$ cat config.mk
export PLATFORM = sky130hd
export DESIGN_NAME = fp16_log
export DESIGN_NICKNAME = d
export VERILOG_FILES = /design/src/common/fp_log_pkg.sv /design/src/hw/exponent_log_lut.sv /design/src/hw/mantissa_log_lut.sv /design/src/fp16_adder/fp16_add.sv /design/src/hw/fp16_log.sv
export SDC_FILE = /design/constraint.sdc
export NUM_CORES = 1
export LEC_CHECK = 0
export ABC_AREA = 1
export ABC_CLOCK_PERIOD_IN_PS = 13600
export BUFFER_PORTS_ARGS = -buffer_cell sky130_fd_sc_hd__buf_2
export CELL_PAD_IN_SITES_DETAIL_PLACEMENT = 0
export CELL_PAD_IN_SITES_GLOBAL_PLACEMENT = 1
export CORE_UTILIZATION = 35
export CTS_BUF_LIST = sky130_fd_sc_hd__clkbuf_8
export DETAILED_ROUTE_END_ITERATION = 8
export GPL_ROUTABILITY_DRIVEN = 0
export HOLD_SLACK_MARGIN = 0.15
export PLACE_DENSITY = 0.63
export SLEW_MARGIN = 20
export SYNTH_ARGS = -nofsm -noshare
export SYNTH_HDL_FRONTEND = slang
export SYNTH_HIERARCHICAL = 1
export SYNTH_SLANG_ARGS = --single-unit
$ cat constraint.sdc
create_clock -name clk -period 13.6 [get_ports clk]
set_input_delay 0.68 -clock clk [delete_from_list [all_inputs] [get_ports clk]]
set_output_delay 0.68 -clock clk [all_outputs]
set_load 0.005 [all_outputs]
$ cat src/common/fp_log_pkg.sv
package fp_log_pkg;

    // fp16 field layout
    localparam int unsigned FP_WIDTH  = 16;
    localparam int unsigned EXP_WIDTH = 5;
    localparam int unsigned MAN_WIDTH = 10;
    localparam int unsigned EXP_BIAS  = 15;

    // both log tables have 32 entries
    localparam int unsigned LUT_INDEX_WIDTH = 5;

    localparam int unsigned SIGN_BIT = FP_WIDTH - 1;
    localparam int unsigned EXP_LSB  = MAN_WIDTH;    // exponent sits right above mantissa

    // top mantissa bits feed the mantissa table
    localparam int unsigned MAN_INDEX_LSB = MAN_WIDTH - LUT_INDEX_WIDTH;

    // all-ones exponent, inf or nan
    localparam logic [EXP_WIDTH-1:0] EXP_MAX = '1;

    localparam logic [FP_WIDTH-1:0] FP_NEG_INF = 16'hFC00;
    localparam logic [FP_WIDTH-1:0] FP_POS_INF = 16'h7C00;
    localparam logic [FP_WIDTH-1:0] FP_QNAN    = 16'h7E00;   // canonical quiet nan

    // input class decided in stage 1 of fp16_log
    //   CLASS_ZERO      zero or subnormal (flushed)
    //   CLASS_NORMAL    positive normal, goes through the tables
    //   CLASS_POS_INF   +inf
    //   CLASS_NAN       any nan, either sign
    //   CLASS_NEGATIVE  negative nonzero, including -inf
    typedef enum logic [2:0] {
        CLASS_ZERO,
        CLASS_NORMAL,
        CLASS_POS_INF,
        CLASS_NAN,
        CLASS_NEGATIVE
    } fp_class_e;

endpackage

$ cat src/hw/exponent_log_lut.sv
`timescale 1ns/1ps

// (e - bias) * ln2 for every biased exponent e
module exponent_log_lut (
    input  logic [fp_log_pkg::EXP_WIDTH-1:0] exp_field,
    output logic [fp_log_pkg::FP_WIDTH-1:0]  log_value
);

    always_comb begin
        case (exp_field)
            5'd0:  log_value = fp_log_pkg::FP_NEG_INF;   // zero, subnormal
            5'd1:  log_value = 16'hC8DA;   // -14 ln2
            5'd2:  log_value = 16'hC881;
            5'd3:  log_value = 16'hC829;
            5'd4:  log_value = 16'hC7A0;
            5'd5:  log_value = 16'hC6EE;
            5'd6:  log_value = 16'hC63D;
            5'd7:  log_value = 16'hC58C;
            5'd8:  log_value = 16'hC4DA;
            5'd9:  log_value = 16'hC429;
            5'd10: log_value = 16'hC2EE;
            5'd11: log_value = 16'hC18C;
            5'd12: log_value = 16'hC029;
            5'd13: log_value = 16'hBD8C;
            5'd14: log_value = 16'hB98C;   // -ln2
            5'(fp_log_pkg::EXP_BIAS): log_value = '0;   // 1.0 .. 2.0, exactly zero
            5'd16: log_value = 16'h398C;   // +ln2
            5'd17: log_value = 16'h3D8C;
            5'd18: log_value = 16'h4029;
            5'd19: log_value = 16'h418C;
            5'd20: log_value = 16'h42EE;
            5'd21: log_value = 16'h4429;
            5'd22: log_value = 16'h44DA;
            5'd23: log_value = 16'h458C;
            5'd24: log_value = 16'h463D;
            5'd25: log_value = 16'h46EE;
            5'd26: log_value = 16'h47A0;
            5'd27: log_value = 16'h4829;
            5'd28: log_value = 16'h4881;
            5'd29: log_value = 16'h48DA;
            5'd30: log_value = 16'h4933;   // +15 ln2
            default: log_value = fp_log_pkg::FP_POS_INF;   // e = 31
        endcase
    end

endmodule

$ cat src/hw/mantissa_log_lut.sv
`timescale 1ns/1ps

// ln(1 + i/32) per mantissa segment, no interpolation
module mantissa_log_lut (
    input  logic [fp_log_pkg::LUT_INDEX_WIDTH-1:0] man_index,
    output logic [fp_log_pkg::FP_WIDTH-1:0]        log_value
);

    always_comb begin
        case (man_index)
            5'd0:  log_value = 16'h0000;   // exact zero, powers of two
            5'd1:  log_value = 16'h27E1;
            5'd2:  log_value = 16'h2BC3;
            5'd3:  log_value = 16'h2DBC;
            5'd4:  log_value = 16'h2F8A;   // ln 1.125
            5'd5:  log_value = 16'h30A5;
            5'd6:  log_value = 16'h3180;
            5'd7:  log_value = 16'h3255;
            5'd8:  log_value = 16'h3324;   // ln 1.25
            5'd9:  log_value = 16'h33EE;
            5'd10: log_value = 16'h345A;
            5'd11: log_value = 16'h34BA;
            5'd12: log_value = 16'h3518;   // ln 1.375
            5'd13: log_value = 16'h3574;
            5'd14: log_value = 16'h35CE;
            5'd15: log_value = 16'h3627;
            5'd16: log_value = 16'h367D;   // ln 1.5
            5'd17: log_value = 16'h36D1;
            5'd18: log_value = 16'h3724;
            5'd19: log_value = 16'h3775;
            5'd20: log_value = 16'h37C5;   // ln 1.625
            5'd21: log_value = 16'h3809;
            5'd22: log_value = 16'h3830;
            5'd23: log_value = 16'h3855;
            5'd24: log_value = 16'h387A;   // ln 1.75
            5'd25: log_value = 16'h389E;
            5'd26: log_value = 16'h38C2;
            5'd27: log_value = 16'h38E5;
            5'd28: log_value = 16'h3907;   // ln 1.875
            5'd29: log_value = 16'h3929;
            5'd30: log_value = 16'h394B;
            default: log_value = 16'h396B;   // i = 31, ln(63/32)
        endcase
    end

    // all entries are positive and below ln2,
    // so the adder never sees a carry into a new binade from this side alone

endmodule

$ cat src/fp16_adder/fp16_add.sv
`timescale 1ns/1ps

// two-stage fp16 adder, round to nearest even
// stage a: unpack, order by magnitude, align with guard/round/sticky
// stage b: add or subtract, normalize, round, pack
module fp16_add (
    input  logic                            clk,
    input  logic                            arst_n,
    input  logic                            valid_in,
    input  logic [fp_log_pkg::FP_WIDTH-1:0] a,
    input  logic [fp_log_pkg::FP_WIDTH-1:0] b,
    output logic                            valid_out,
    output logic [fp_log_pkg::FP_WIDTH-1:0] sum
);

    localparam int FW  = fp_log_pkg::FP_WIDTH;
    localparam int EW  = fp_log_pkg::EXP_WIDTH;
    localparam int MW  = fp_log_pkg::MAN_WIDTH;
    localparam int SW  = MW + 1;   // significand incl. hidden bit
    localparam int XW  = SW + 3;   // plus guard, round, sticky
    localparam int XEW = EW + 2;   // signed exponent headroom

    // stage a, combinational
    logic          a_sign;
    logic          b_sign;
    logic [EW-1:0] a_exp;
    logic [EW-1:0] b_exp;
    logic [SW-1:0] a_sig;
    logic [SW-1:0] b_sig;
    logic          a_inf;
    logic          b_inf;
    logic          swap;
    logic [EW-1:0] exp_diff;
    logic [EW-1:0] shamt;
    logic [SW-1:0] big_sig;
    logic [SW-1:0] small_sig;
    logic [2*XW-1:0] shift_buf;
    logic [XW-1:0] small_aligned;

    // stage a registers
    logic          sa_valid;
    logic          sa_sign;
    logic          sa_sub;
    logic [EW-1:0] sa_exp;
    logic [XW-1:0] sa_big;
    logic [XW-1:0] sa_small;
    logic          sa_inf;
    logic [FW-1:0] sa_inf_value;

    // stage b, combinational
    logic [XW:0]          raw;
    logic [3:0]           lz;
    logic [XW-1:0]        norm;
    logic signed [XEW-1:0] exp_norm;
    logic                 round_up;
    logic [SW:0]          rounded;
    logic signed [XEW-1:0] exp_final;
    logic [MW-1:0]        man_final;
    logic [FW-1:0]        result;

    function automatic logic [3:0] count_lz(input logic [XW-1:0] v);
        logic [3:0] n;
        n = 4'(XW);
        for (int i = 0; i < XW; i++) begin
            if (v[i]) begin
                n = 4'(XW - 1 - i);   // highest set bit wins
            end
        end
        return n;
    endfunction

    assign a_sign = a[fp_log_pkg::SIGN_BIT];
    assign b_sign = b[fp_log_pkg::SIGN_BIT];
    assign a_exp  = a[fp_log_pkg::EXP_LSB +: EW];
    assign b_exp  = b[fp_log_pkg::EXP_LSB +: EW];
    assign a_inf  = (a_exp == fp_log_pkg::EXP_MAX);
    assign b_inf  = (b_exp == fp_log_pkg::EXP_MAX);

    // subnormal operands flush to zero
    assign a_sig = (a_exp != '0) ? {1'b1, a[MW-1:0]} : '0;
    assign b_sig = (b_exp != '0) ? {1'b1, b[MW-1:0]} : '0;

    always_comb begin
        swap      = {b_exp, b_sig} > {a_exp, a_sig};
        big_sig   = swap ? b_sig : a_sig;
        small_sig = swap ? a_sig : b_sig;
        exp_diff  = swap ? (b_exp - a_exp) : (a_exp - b_exp);
        shamt     = (exp_diff > EW'(XW)) ? EW'(XW) : exp_diff;   // beyond XW only sticky is left
        shift_buf = {small_sig, 3'b000, {XW{1'b0}}} >> shamt;
        small_aligned = {shift_buf[2*XW-1:XW+1], shift_buf[XW] | (|shift_buf[XW-1:0])};
    end

    always_ff @(posedge clk or negedge arst_n) begin
        if (!arst_n) begin
            sa_valid <= 1'b0;
        end else begin
            sa_valid <= valid_in;
        end
    end

    always_ff @(posedge clk) begin
        sa_sign  <= swap ? b_sign : a_sign;   // result takes the larger magnitude's sign
        sa_sub   <= a_sign ^ b_sign;
        sa_exp   <= swap ? b_exp : a_exp;
        sa_big   <= {big_sig, 3'b000};
        sa_small <= small_aligned;
        sa_inf   <= a_inf | b_inf;
        sa_inf_value <= a_inf ? {a_sign, fp_log_pkg::EXP_MAX, {MW{1'b0}}}
                              : {b_sign, fp_log_pkg::EXP_MAX, {MW{1'b0}}};
    end

    always_comb begin
        raw = sa_sub ? ({1'b0, sa_big} - {1'b0, sa_small})
                     : ({1'b0, sa_big} + {1'b0, sa_small});
        lz  = count_lz(raw[XW-1:0]);

        if (raw[XW]) begin
            // carry out, shift right one and keep the sticky
            norm     = {raw[XW:2], raw[1] | raw[0]};
            exp_norm = $signed({2'b00, sa_exp}) + XEW'(1);
        end else begin
            norm     = raw[XW-1:0] << lz;
            exp_norm = $signed({2'b00, sa_exp}) - $signed({3'b000, lz});
        end

        // nearest even on guard with round|sticky|lsb
        round_up  = norm[2] & (norm[1] | norm[0] | norm[3]);
        rounded   = {1'b0, norm[XW-1:3]} + (SW+1)'(round_up);
        man_final = rounded[SW] ? rounded[MW:1] : rounded[MW-1:0];
        exp_final = rounded[SW] ? (exp_norm + XEW'(1)) : exp_norm;

        if (sa_inf) begin
            result = sa_inf_value;
        end else if (raw == '0) begin
            result = '0;   // exact cancellation gives +0
        end else if (exp_final <= XEW'(0)) begin
            result = {sa_sign, {(FW-1){1'b0}}};   // would be subnormal, flush
        end else if (exp_final >= $signed({2'b00, fp_log_pkg::EXP_MAX})) begin
            result = {sa_sign, fp_log_pkg::EXP_MAX, {MW{1'b0}}};
        end else begin
            result = {sa_sign, exp_final[EW-1:0], man_final};
        end
    end

    always_ff @(posedge clk or negedge arst_n) begin
        if (!arst_n) begin
            valid_out <= 1'b0;
        end else begin
            valid_out <= sa_valid;
        end
    end

    always_ff @(posedge clk) begin
        sum <= result;
    end

    valid_out_known: assert property (@(posedge clk) disable iff (!arst_n)
        !$isunknown(valid_out))
        else $error("fp16_add: valid_out unknown after reset");

endmodule

$ cat src/hw/fp16_log.sv
`timescale 1ns/1ps

// ln(x) for fp16: table(exponent) + table(top mantissa bits)
module fp16_log (
    input  logic                            clk,
    input  logic                            arst_n,
    input  logic                            in_valid,
    input  logic [fp_log_pkg::FP_WIDTH-1:0] in_data,
    output logic                            out_valid,
    output logic [fp_log_pkg::FP_WIDTH-1:0] out_data
);

    localparam int FW = fp_log_pkg::FP_WIDTH;
    localparam int EW = fp_log_pkg::EXP_WIDTH;
    localparam int MW = fp_log_pkg::MAN_WIDTH;
    localparam int LW = fp_log_pkg::LUT_INDEX_WIDTH;

    logic          in_sign;
    logic [EW-1:0] in_exp;
    logic [MW-1:0] in_man;
    fp_log_pkg::fp_class_e in_class;
    logic [EW-1:0] exp_index;
    logic [LW-1:0] man_index;
    logic [FW-1:0] exp_log;
    logic [FW-1:0] man_log;

    // stage 1 registers
    logic          s1_valid;
    fp_log_pkg::fp_class_e s1_class;
    logic [FW-1:0] s1_exp_log;
    logic [FW-1:0] s1_man_log;

    // class rides beside the adder
    fp_log_pkg::fp_class_e cls_d1;
    fp_log_pkg::fp_class_e cls_d2;

    logic          add_valid;
    logic [FW-1:0] add_sum;
    logic [FW-1:0] out_next;

    assign in_sign = in_data[fp_log_pkg::SIGN_BIT];
    assign in_exp  = in_data[fp_log_pkg::EXP_LSB +: EW];
    assign in_man  = in_data[MW-1:0];

    always_comb begin
        if (in_exp == '0) begin
            in_class = fp_log_pkg::CLASS_ZERO;   // either sign, subnormals too
        end else if (in_exp == fp_log_pkg::EXP_MAX && in_man != '0) begin
            in_class = fp_log_pkg::CLASS_NAN;
        end else if (in_sign) begin
            in_class = fp_log_pkg::CLASS_NEGATIVE;
        end else if (in_exp == fp_log_pkg::EXP_MAX) begin
            in_class = fp_log_pkg::CLASS_POS_INF;
        end else begin
            in_class = fp_log_pkg::CLASS_NORMAL;
        end
    end

    // flushed inputs look up entry 0 in both tables
    assign exp_index = in_exp;   // exponent field is 0 for them already
    assign man_index = (in_class == fp_log_pkg::CLASS_ZERO) ? '0
                     : in_man[fp_log_pkg::MAN_INDEX_LSB +: LW];

    exponent_log_lut exponent_log_lut_inst (
        .exp_field (exp_index),
        .log_value (exp_log)
    );

    mantissa_log_lut mantissa_log_lut_inst (
        .man_index (man_index),
        .log_value (man_log)
    );

    always_ff @(posedge clk or negedge arst_n) begin
        if (!arst_n) begin
            s1_valid <= 1'b0;
        end else begin
            s1_valid <= in_valid;
        end
    end

    always_ff @(posedge clk) begin
        s1_class   <= in_class;
        s1_exp_log <= exp_log;
        s1_man_log <= man_log;
        cls_d1     <= s1_class;
        cls_d2     <= cls_d1;   // lines up with add_sum
    end

    fp16_add fp16_add_inst (
        .clk       (clk),
        .arst_n    (arst_n),
        .valid_in  (s1_valid),
        .a         (s1_exp_log),
        .b         (s1_man_log),
        .valid_out (add_valid),
        .sum       (add_sum)
    );

    always_comb begin
        case (cls_d2)
            fp_log_pkg::CLASS_NAN,
            fp_log_pkg::CLASS_NEGATIVE: out_next = fp_log_pkg::FP_QNAN;
            fp_log_pkg::CLASS_POS_INF:  out_next = fp_log_pkg::FP_POS_INF;
            fp_log_pkg::CLASS_ZERO:     out_next = fp_log_pkg::FP_NEG_INF;
            default:                    out_next = add_sum;
        endcase
    end

    always_ff @(posedge clk or negedge arst_n) begin
        if (!arst_n) begin
            out_valid <= 1'b0;
        end else begin
            out_valid <= add_valid;
        end
    end

    always_ff @(posedge clk) begin
        out_data <= out_next;
    end

    // registered three edges after the sampling edge, seen one sample later
    out_latency: assert property (@(posedge clk) disable iff (!arst_n)
        out_valid == $past(in_valid, 4))
        else $error("fp16_log: out_valid does not track in_valid");

    // class taken at the input has to meet its own sample at the override
    nan_on_invalid: assert property (@(posedge clk) disable iff (!arst_n)
        in_valid && (in_class == fp_log_pkg::CLASS_NAN
                     || in_class == fp_log_pkg::CLASS_NEGATIVE)
        |-> ##4 out_data[fp_log_pkg::EXP_LSB +: EW] == fp_log_pkg::EXP_MAX
                && out_data[MW-1:0] != '0)
        else $error("fp16_log: invalid input did not give nan");

endmodule

=== Word-level counts from Yosys, hierarchy flattened ===
Memory sizes are Yosys's and may differ from the RTL's. A register that Yosys moved wholly into a read port is not among the register bits.
Index checks and enable logic that the tools add are counted.

* Add/sub/neg operators: 8
* $lt $le $gt $ge: 4
* Eq/ne operators: 6
* Shift operators: 2
* Multiplexer cells: 38
* Bitwise gates (word level): 7
* Reductions and logical operators: 10

{| class="wikitable"
|+ Operator list
! operator !! number
|-
| 4-bit 2-to-1 mux || 13
|-
| 16-bit 2-to-1 mux || 3
|-
| 16-bit one-hot mux with 3 select lines || 1
|-
| 15-bit 2-to-1 mux || 3
|-
| 11-bit 2-to-1 mux || 4
|-
| 28-bit by 5-bit >> shifter with 28-bit output || 1
|-
| 5-bit 2-to-1 mux || 4
|-
| 16-bit > comparator || 1
|-
| 14-bit by 14-bit adder with 15-bit output || 1
|-
| 5-bit == test (second input constant) || 3
|-
| 15-bit zero test || 1
|-
| 14-bit by 14-bit subtractor with 15-bit output || 1
|-
| 14-bit 2-to-1 mux || 1
|-
| 7-bit 2-to-1 mux || 2
|-
| 14-bit OR reduction || 1
|-
| 14-bit by 4-bit << shifter with 14-bit output || 1
|-
| 11-bit by 1-bit adder with 12-bit output || 1
|-
| 10-bit 2-to-1 mux || 1
|-
| 10-bit nonzero test || 1
|-
| 5-bit nonzero test || 2
|-
| 5-bit subtractor || 2
|-
| 3-bit 2-to-1 mux || 3
|-
| 7-bit by 2-bit adder with 7-bit output (second input constant) || 1
|-
| 7-bit by 6-bit >= comparator with 1-bit output (second input constant) || 1
|-
| other kinds (15) || 22
|}

* Register bits after elaboration: 110
* Bits in read-only memories: 960
* Input bits: 19
* Output and inout port bits: 17
* Word-level logic and storage cells: 94
* Memories kept: 2

{| class="wikitable"
|+ Memory list
! name !! words !! width !! read ports !! clocked after memory_dff !! write ports !! RTL line !! RTL
|-
| (no name shown) || 32 || 16 || 1 || 1 || 0 || exponent_log_lut.sv:10 || <nowiki>case (exp_field)</nowiki>
|-
| (no name shown) || 32 || 14 || 1 || 1 || 0 || mantissa_log_lut.sv:10 || <nowiki>case (man_index)</nowiki>
|}

=== Longest topological paths before layout ===
Gate-level depths: netlist (run 1).

* Depth after elaboration: 28
* Depth in mapped cells: 39
* Depth with buffers taken out: 37

=== Modules after synthesis ===
Netlist (run 1), hierarchy kept.

{| class="wikitable"
|+ By module, submodules not included
! module !! instances !! cells an instance !! area each (sq um) !! seq. area each (sq um)
|-
| fp16_add || 1 || 1007 || 6062.1 || 1051.0
|-
| fp16_log || 1 || 133 || 1525.2 || 1191.1
|-
| mantissa_log_lut || 1 || 146 || 800.8 || 0.0
|-
| exponent_log_lut || 1 || 161 || 760.7 || 0.0
|}

=== Worst setup path after synthesis (run 1) ===
No wires, ideal clock.

* Path type: register to register
* From: reg fp16_add_inst.sa_big[3]
* To: reg fp16_add_inst/sum[0] (netlist name)
* Library setup time: 0.116 ns
* Data arrival time: 4.277 ns
* Data required time: 13.484 ns
* Slack: 9.207 ns
* Stages on the path, launching flop included: 37
* Buffers on the path: 1
* Clock period less this slack: 4.393 ns
* Path through: dfxtp_1 > ha_1 > inv_1 > fa_1 > inv_1 > nand3_1 > nand3_1 > nand3_1 > nand2_1 > nand2_1 > nand2_1 > nand2_1 > nand2_1 > nand2_1 > inv_2 > nand3_2 > inv_2 > nand2_2 > buf_4 > ha_1 > nand2_1 > nor2_1 > a211oi_1 > xor2_1 > nor2_1 > a31oi_1 > nor2_1 > nand2_1 > xnor2_1 > inv_1 > o21ai_2 > inv_1 > nor2_1 > nand2_1 > nand2_1 > nand3b_4 > nor2_2

* Longest elaborated chain between the ends: 25
* Elaborated cells on any way between the ends: 32
* Those cells by class: add/sub (5); order compare (2); shift (1); mux (20); bitwise (3); reduce/logical (1)

{| class="wikitable"
|+ RTL lines
! item !! RTL line !! RTL
|-
| from (decl) || fp16_add.sv:45 || <nowiki>logic [XW-1:0] sa_big;</nowiki>
|-
| from (signal assigned) || fp16_add.sv:105 || <nowiki>sa_big <= {big_sig, 3'b000};</nowiki>
|-
| 14-bit by 14-bit adder with 15-bit output / 14-bit by 14-bit subtractor with 15-bit output (equally long branches) || fp16_add.sv:114, fp16_add.sv:113 ||
|-
| 15-bit 2-to-1 mux * || fp16_add.sv:113 || <nowiki>raw = sa_sub ? ({1'b0, sa_big} - {1'b0, sa_small})</nowiki>
|-
| 4-bit 2-to-1 mux (11 in a row) || fp16_add.sv:65 || <nowiki>if (v[i]) begin</nowiki>
|-
| 14-bit by 4-bit << shifter with 14-bit output || fp16_add.sv:122 || <nowiki>norm = raw[XW-1:0] << lz;</nowiki>
|-
| 14-bit 2-to-1 mux || fp16_add.sv:117 || <nowiki>if (raw[XW]) begin</nowiki>
|-
| 1-bit OR (2 in a row) || fp16_add.sv:127 || <nowiki>round_up = norm[2] & (norm[1] | norm[0] | norm[3]);</nowiki>
|-
| 1-bit bitwise AND || fp16_add.sv:127 ||
|-
| 11-bit by 1-bit adder with 12-bit output || fp16_add.sv:128 || <nowiki>rounded = {1'b0, norm[XW-1:3]} + (SW+1)'(round_up);</nowiki>
|-
| 7-bit 2-to-1 mux || fp16_add.sv:130 || <nowiki>exp_final = rounded[SW] ? (exp_norm + XEW'(1)) : exp_norm;</nowiki>
|-
| 7-bit by 6-bit >= comparator with 1-bit output || fp16_add.sv:138 || <nowiki>end else if (exp_final >= $signed({2'b00, fp_log_pkg::EXP_MAX})) begin</nowiki>
|-
| 15-bit 2-to-1 mux || fp16_add.sv:138 ||
|-
| 15-bit 2-to-1 mux || fp16_add.sv:136 || <nowiki>end else if (exp_final <= XEW'(0)) begin</nowiki>
|-
| 16-bit 2-to-1 mux * || fp16_add.sv:134 || <nowiki>end else if (raw == '0) begin</nowiki>
|-
| 16-bit 2-to-1 mux * || fp16_add.sv:132 || <nowiki>if (sa_inf) begin</nowiki>
|-
| to (signal assigned) || fp16_add.sv:154 || <nowiki>sum <= result;</nowiki>
|-
| to (decl) || fp16_add.sv:13 || <nowiki>output logic [fp_log_pkg::FP_WIDTH-1:0] sum</nowiki>
|}

Mark *: on every way between the ends. The rest lies on a longest branch, timed or not.

=== Worst setup path in the final report (run 1) ===
* From: reg s1_exp_log[11]
* To: reg fp16_add_inst.sa_small[0]

* Longest elaborated chain between the ends: 9
* Elaborated cells on any way between the ends: 12
* Those cells by class: add/sub (2); order compare (2); shift (1); mux (4); bitwise (1); reduce/logical (2)

{| class="wikitable"
|+ RTL lines
! item !! RTL line !! RTL
|-
| from (decl) || fp16_log.sv:30 || <nowiki>logic [FW-1:0] s1_exp_log;</nowiki>
|-
| 5-bit nonzero test || fp16_add.sv:80 || <nowiki>assign a_sig = (a_exp != '0) ? {1'b1, a[MW-1:0]} : '0;</nowiki>
|-
| 11-bit 2-to-1 mux || fp16_add.sv:80 ||
|-
| 16-bit > comparator || fp16_add.sv:84 || <nowiki>swap = {b_exp, b_sig} > {a_exp, a_sig};</nowiki>
|-
| 5-bit 2-to-1 mux || fp16_add.sv:87 || <nowiki>exp_diff = swap ? (b_exp - a_exp) : (a_exp - b_exp);</nowiki>
|-
| 5-bit by 4-bit > comparator with 1-bit output || fp16_add.sv:88 || <nowiki>shamt = (exp_diff > EW'(XW)) ? EW'(XW) : exp_diff;</nowiki>
|-
| 5-bit 2-to-1 mux || fp16_add.sv:88 ||
|-
| 28-bit by 5-bit >> shifter with 28-bit output * || fp16_add.sv:89 || <nowiki>shift_buf = {small_sig, 3'b000, {XW{1'b0}}} >> shamt;</nowiki>
|-
| 14-bit OR reduction || fp16_add.sv:90 || <nowiki>small_aligned = {shift_buf[2*XW-1:XW+1], shift_buf[XW] | (|shift_buf[XW-1:0])};</nowiki>
|-
| 1-bit OR * || fp16_add.sv:90 ||
|-
| net fp16_add_inst.small_aligned[0] || fp16_add.sv:38 || <nowiki>logic [XW-1:0] small_aligned;</nowiki>
|-
| to (signal assigned) || fp16_add.sv:106 || <nowiki>sa_small <= small_aligned;</nowiki>
|-
| to (decl) || fp16_add.sv:46 || <nowiki>logic [XW-1:0] sa_small;</nowiki>
|}

Mark *: on every way through the listed nets, which the timed path passes. The rest lies on a longest branch.

==> results of run 1 <==
-- registers in the layout, indices dropped and copies added (netlist names) --
register and count:
out_valid 1, fp16_add_inst/sa_sign 1, cls_d2 3, fp16_add_inst/sa_sub 1, s1_exp_log 16, fp16_add_inst/sa_small 14
fp16_add_inst/sa_big 11, s1_class 3, s1_valid 1, fp16_add_inst/sa_inf 1, fp16_add_inst/sum 16, fp16_add_inst/sa_exp 5
fp16_add_inst/valid_out 1, cls_d1 3, fp16_add_inst/sa_valid 1, s1_man_log 16, fp16_add_inst/sa_inf_value 1, out_data 16
-- worst reg2reg max path, cell delays in order, from the launching register on --
cell      delay [ns]
dfxtp_1         0.40
nor2_1          0.12
nand4_1         0.68
nand2_1         0.28
inv_1           0.08
ha_1            0.18
inv_1           0.05
a21oi_1         0.06
o21ai_0         0.14
nand2_1         0.06
o211ai_1        0.10
nand2_1         0.08
nand4_1         0.09
nand2_1         0.25
o31ai_1         0.33
xor2_1          0.31
nand2_1         0.09
nor2_1          0.72
clkinv_1        0.50
nand2_1         0.16
o21ai_0         0.16
o21ai_0         0.30
nand4_1         0.12
o21ai_0         0.16
nand2_1         0.07
-- layer usage --
layer	up-vias	share of wire	wire length [um]
met3	20	0.022	532
met2	134	0.47	11600
met4	0	0.011	282
li1	4597	-	-
met5	-	0	0
met1	3959	0.50	12200
-- metrics by stage --
| stage | total power, W | std cells | hold WS, ns |
|---|---|---|---|
| global route | 0.00206 | 1786 | 0.343 |
| finish | 0.00185 | 1786 | 0.342 |
| global placement | 0.00166 | 1769 | 0.311 |
| CTS | 0.00187 | 1786 | 0.345 |
| detailed placement | 0.00165 | 1769 | 0.314 |
| floorplan | 0.00139 | 1448 | 0.310 |
-- synth_stat cells, types with 18 or more instances --
cell,n,area [um2]
a21oi_1,32,160
nand2_1,441,1660
dfxtp_1,107,2140
inv_1,195,732
nor2_1,98,368
o21ai_1,18,90.1
nand3_1,170,851
inv_2,18,67.6
nand4_1,26,163
ha_1,69,863
o21ai_0,67,335
-- where the power goes --
part,switching (W),internal (W)
clock,0.000130,0.0000763
combinational,0.000821,0.000387
sequential,0.0000359,0.000399
total,0.000986,0.000861
-- area by class of cell --
class                   instances  share of cell area
clock inverters                 7             0.00971
well taps                     330              0.0427
multi-input cells            1070               0.595
repair buffers                 38              0.0207
clock buffers                   9              0.0128
inverters                     221              0.0874
flip-flops and latches        111               0.232
-- kinds of logic (layout without fill, tap and decap cells) --
| group | Yosys count | count (layout) |
|---|---|---|
| adders and majority gates | 73 | 73 |
| AOI/OAI and AO/OA | 157 | 157 |
| xor gates and xnor gates | 20 | 20 |
| buffers and inverters | 267 | 275 |
| other | 1 | 2 |
| DFF | 111 | 111 |
| and+or+nand+nor | 813 | 813 |
| muxes | 5 | 5 |
-- how the worst min path moves through the flow --
| stage | end | slack, ns | cells after the start |
|---|---|---|---|
| floorplan | cls_d1[0] | 0.31 | 0 |
| global placement | cls_d1[0] | 0.31 | 0 |
| detailed placement | cls_d2[2] | 0.31 | 0 |
| CTS | cls_d2[2] | 0.34 | 0 |
| global route | s1_valid | 0.34 | 1 |
| finish | cls_d2[1] | 0.34 | 0 |
==> impl_results.md, run 1 <==
- Max-Cap Viols: 0
- Worst setup endpoint: fp16_add_inst/sa_small[0]
- Synth warnings: 6
- RR Endpoint: fp16_add_inst/sa_small[0]
- Power Dens Cells: ~190 nW/um2
- Crit path launch type: flop
- CTS sink count: approximately 110
- Largest net degree at the start of global routing: 44
- CP Capture Type: flop
- Worst slew margin: 0.365
- Layout cells sized above 1: 0.104
- Async SR Flop Fraction: 0.0360
- CP Buf/Inv Count: 3
- Sequential area share after synthesis: 0.245
- CP Cell Sequence: nor2_1 -> nand4_1 -> nand2_1 -> inv_1 -> ha_1 -> inv_1 -> a21oi_1 -> o21ai_0 -> nand2_1 -> o211ai_1 -> nand2_1 -> nand4_1 -> nand2_1 -> o31ai_1 -> xor2_1 -> nand2_1 -> nor2_1 -> clkinv_1 -> nand2_1 -> o21ai_0 -> o21ai_0 -> nand4_1 -> o21ai_0 -> nand2_1
- Crit path from: s1_exp_log[11]
- Fin crit period: between 5 and 6 ns
- Top-Level Pins: 36
- Setup TNS: 0 ns
- Vias in the first global route: approximately 8,000
- Reg2Reg Setup Slack: roughly 8 ns
- Remaining antenna violation count after routing: 0
- Syn avg cell area: 6.32 um2
- Die Footprint: about 27,000 um2
- Routed vias: between 8,000 and 9,000
- DRC viols: 0
- Final core utilization: 0.381
- Clock-pin slew on the worst setup and hold paths: roughly 0.12 ns
- Vias per std cell: 4.88
- RSZ-0062 raised after global routing: no
- Placed Area: approximately 9400 um2
- Mapped Cells: about 1,400
- Crit path max-delay family: simple AND/OR/NAND/NOR gates
- Yosys cell types: 59
- Worst path slowest cell: nor2_1
- Number of port buffers: 35
- # H-tree levels: 3
- Setup ws final: between 8 and 9 ns
- VDD IR max: 79.9 uV
- CTS root buf: clkbuf_8
- CP dominant cell by count: nand2_1
- Final WL: between 20 and 25 mm
- Core area: 25,400 um2
- Largest stage delay on the critical path: around 0.72 ns
- EDFF count, synth: 0
- All-Layer GR Usage: 0.191
- Initial DRC Count: between 400 and 500
- Hold Fails Final Rpt: 0
- Grt peak-use layer: met2
- DPL Wire Length: 19.7 mm
- Die X: between 150 and 200 um
- Cts hold-fix bufs: 1
- CTS Buf Count: 9
- Multi-input gate area: 5750 um2
- Hold Path Origin: cls_d1[1]
- DR pass1 iterations: 7
- Crit Reg-Reg Startpoint: s1_exp_log[11]
- XOR/XNOR Fraction of Synth Area: 0.0191
- Layout area overhead: 5.66%
- Mux cell area share after synthesis: 0.00561
- GR Util met1: 0.257
- Least-Margin Pin Slew: roughly 0.95 ns
- Fin nets: 1,543
- Max-slew violations: 0
- Status: complete, no violations
- First-pass GRT wire length: between 40 and 50 mm
- Clk buf depth: 2
- Commonest non-fill, non-tap cells in the layout: nand2_1 (441), inv_1 (195), nand3_1 (170)
- Met3 Use GR: 0.0229
- Critical path depth: 24
- Critical Path RT: between 10 and 15 ns
- CP Data Arrival Time: just under 6 ns
- Routed len/inst: around 14 um
- Final Cell Area: about 9700 um2
- Skew final: 0.0172 ns
- Post-CTS sizing: 0
- Final setup viols: 0
- Tcrit/Tclk final: 0.411
- Clk_lat worst skew: just under 0.4 ns
- Pre-CTS WS: between 8 and 9 ns
- Adder-cell share of the synthesized area: 0.103
- Post CTS Setup Buffer Count: 0
- CTS tree: built
- # rows: between 50 and 60
- Compound-cell area share of the yosys netlist: 0.101
- Diode count: 0
- Commonest non-fill, non-tap cell in the layout: nand2_1
- Synthesized area: slightly above 9000 um2
- Leakage: roughly 5 nW
- Top_reg_cell synth: dfxtp_1
- Max Fclk: between 150 and 200 MHz
- DIE HEIGHT: approximately 160 um
- Largest family of logic cells by synthesized area: simple AND/OR/NAND/NOR gates
- Crit Path Category: flop to flop
- Reg2reg path depth: 24
- CP max FO: 20
- Initial antenna violation count: 0
- Starting density of the core: 0.360
- Total gr overflow: 0
- Register bit total from synthesis: about 110
- Hold Path Class: flop to flop
- Met2 usage: 0.324
- Simple-gate share of the synthesized area: 0.399
- Filler Cell Count: a little under 3,000
- FF+latch area: ~2200 um2
No activity file was read; power rests on OpenSTA's default activity.
==> run 2: changes to the inputs <==
Settings changed: ABC_AREA 1 to 0, ABC_CLOCK_PERIOD_IN_PS 13600 to 5300, PLACE_DENSITY 0.63 to 0.59.
Clock period 13.6 ns to 5.3 ns, I/O delays scaled along.
==> run 2 against run 1 <==
Net effect:
- the flow now finishes with violations (design-rule violations)
- power grew to 3.2 times the previous value
- synthesized cell count shrank 20%
- core utilization grew 4.0 points
- sequential power grew to 2.6 times the previous value
- worst hold slack lost 0.16 ns
- global-route usage grew 0.99 points
- sequential cell count is the same
- critical endpoint is now fp16_add_inst/sum[7]
==> impl_results.md, run 2 <==
- DIE HEIGHT: 165 um
- Filler Cell Count: approximately 2,700
- Max Fclk: around 190 MHz
- CTS Buf Count: 9
- Mapped Cells: around 1,200
- Leading post-synthesis cells by cell area: dfxtp_1 (23%), ha_1 (9.3%), nand2_1 (4.8%), o21ai_0 (4.7%), a21oi_1 (3.3%)
- Failing checks: design-rule violations
- Initial antenna violation count: 0
- DRC viols: 2
- Hold Fails Final Rpt: 0
- Clk_lat worst skew: 0.40 ns
- Synth warnings: 6
- CTS root buf: clkbuf_8
- Yosys top cell area share: 0.230
- Largest net degree at the start of global routing: 44
- Sequential area share after synthesis: 0.240
- Crit path launch type: flop
- CP Capture Type: flop
- Register bit total from synthesis: 111
- Power Dens Cells: roughly 550 nW/um2
- Reg2reg path depth: 21
- Setup TNS: 0 ns
- VDD IR max: about 200 uV
- Setup ws final: ~0.10 ns
- Hold Path Class: primary input to async pin
- Worst slew margin: 0.537
- Fin nets: roughly 1,400
- Die X: between 150 and 200 um
- Leakage: approximately 4.6 nW
- Least-Margin Pin Slew: 0.682 ns
- Largest area contributor in the netlist: dfxtp_1
- Vias in the first global route: 8,318
- Vias per std cell: 5.54
- Yosys cell types: roughly 110
- CTS sink count: ~110
- Initial DRC Count: 723
- Max-Cap Viols: 0
- Remaining antenna violation count after routing: 0
- Routed len/inst: 17.1 um
- CP Data Arrival Time: 5.51 ns
- RR Endpoint: fp16_add_inst/sum[7]
- DPL Wire Length: roughly 21 mm
- Final setup viols: 0
- Layout cells sized above 1: 0.224
- # rows: 59
- Multi-input gate area: 6770 um2
- Crit Path Category: flop to flop
- Fin crit period: 5.20 ns
- Die Footprint: about 27,000 um2
- Tcrit/Tclk final: 0.981
- Number of port buffers: 35
- Layout area overhead: 17.9%
- EDFF count, synth: 0
- Final core utilization: 0.421
- Crit Reg-Reg Startpoint: fp16_add_inst/sa_small[3]
- # H-tree levels: 3
- Routed vias: just under 9,000
- Syn avg cell area: roughly 8 um2
- First-pass GRT wire length: 43.6 mm
- Core area: approximately 26,000 um2
- Diode count: 0
- Reg2Reg Setup Slack: roughly 0.10 ns
- Clock-pin slew on the worst setup and hold paths: 0.13 ns
- Top cells by count, synth: nand2_1 (120), dfxtp_1 (107), o21ai_0 (87), nor2_1 (81), ha_1 (69)
- Starting density of the core: 0.357
- Top_reg_cell synth: dfxtp_1
- Skew final: 0.0301 ns
- Total gr overflow: 0
- FF+latch area: 2250 um2
- CP max FO: 5
- Commonest non-fill, non-tap cells in the layout: nand2_1 (118), buf_4 (118), dfxtp_1 (104)
- Max-slew violations: 0
- Most frequent cell after synthesis: nand2_1
- Pre-CTS WS: -0.132 ns
- Top-Level Pins: 36
- Clk buf depth: 2
- Final WL: 27.5 mm
- Status: finished, violations left
- All-Layer GR Usage: 0.201
- Hold Slack: roughly 0.19 ns
- Critical Path RT: around 5.6 ns
- DR pass1 iterations: 7
- Async SR Flop Fraction: 0.0360
- Synthesized area: around 9300 um2
- CTS tree: built
[run 2: cell count changes after synthesis, sizes merged, moves of 17 or more]
cell and delta:
a211oi +24, a21oi +26, inv -154, mux2i +27, nand2 -339, nand2b +17
nand3 -150, nor2 -40, nor2b +29, nor3 +20, xnor2 +23
[run 2: worst max path at each step]
| stage | from | end | slack [ns] | depth (start not counted) |
|---|---|---|---|---|
| 2_1_floorplan | fp16_add_inst/sa_small[0] | fp16_add_inst/sum[0] | 0.03 | 26 |
| 3_3_place_gp | fp16_add_inst/sa_big[3] | fp16_add_inst/sum[6] | 0.02 | 25 |
| 3_5_place_dp | fp16_add_inst/sa_small[3] | fp16_add_inst/sum[6] | -0.13 | 24 |
| 4_1_cts | fp16_add_inst/sa_small[3] | fp16_add_inst/sum[6] | 0.004 | 24 |
| 5_1_grt | fp16_add_inst/sa_big[3] | fp16_add_inst/sum[13] | -0.07 | 24 |
| 6_report | fp16_add_inst/sa_small[3] | fp16_add_inst/sum[7] | 0.10 | 21 |
[run 2: cell families after synthesis]
kind of cell / after synthesis / synth area share
compound gates: 365 / 0.277
xor+xnor: 38 / 0.0373
fa+ha+maj: 73 / 0.101
buf+inv: 128 / 0.0656
flops: 111 / 0.240
mux: 50 / 0.0610
other cells: 1 / 0.000402
simple gates: 396 / 0.217
[run 2: worst max-delay path, stage by stage, from the launching register on]
cell and delay (ns):
dfxtp_2 0.35, ha_2 0.17, inv_1 0.06, fa_2 0.41, nor2_4 0.15, o311ai_4 0.13, a2111oi_4 0.38, buf_4 0.17
o2bb2ai_1 0.08, o211ai_1 0.30, o2111ai_2 0.23, o21ba_4 0.28, inv_1 0.06, ha_1 0.32, a21o_1 0.24, a2111oi_1 0.66
nand2b_1 0.21, xnor2_1 0.09, o41a_1 0.30, mux2_4 0.33, nand4_2 0.15, a211oi_1 0.06
[run 2: power breakdown]
part / switching, W / internal (W) / leakage (nW)
Clock: 0.000334 / 0.000195 / 0.107
Combinational: 0.00250 / 0.00187 / 3.57
Sequential: 0.0000795 / 0.00103 / 0.941
[run 2: repair_timing]
action / in CTS / in global routing
cloned: 0 / 2
pin swaps: 0 / 19
endpoints found under the hold margin: 7 / 0
setup buffers: 0 / 3
gates resized for setup: 2 / 53
setup endpoints to repair: 14 / 18
hold buffers: 3 / 0
[run 2: stage by stage]
stage | instance area [um2] | instances | power, W
2_1_floorplan | 9340 | 1163 | 0.00380
3_3_place_gp | 10500 | 1583 | 0.00530
3_5_place_dp | 10500 | 1583 | 0.00524
4_1_cts | 10700 | 1602 | 0.00580
5_1_grt | 11000 | 1607 | 0.00650
6_report | 11000 | 1607 | 0.00600
[run 2: routing by layer]
metal | vias up | share of wire | GRT usage
li1 | 4490 | - | -
met1 | 4186 | 0.47 | 0.267
met2 | 187 | 0.48 | 0.345
met3 | 32 | 0.027 | 0.0195
met4 | 0 | 0.017 | 0.0512
met5 | - | 0 | 0
[run 2: final cells by class]
type | count | area share
multi-input combinational | 926 | 0.616
clock inverter | 7 | 0.00808
timing repair buffer | 157 | 0.101
inverter | 62 | 0.0216
tap | 335 | 0.0381
clock buffer | 9 | 0.0113
sequential | 111 | 0.204
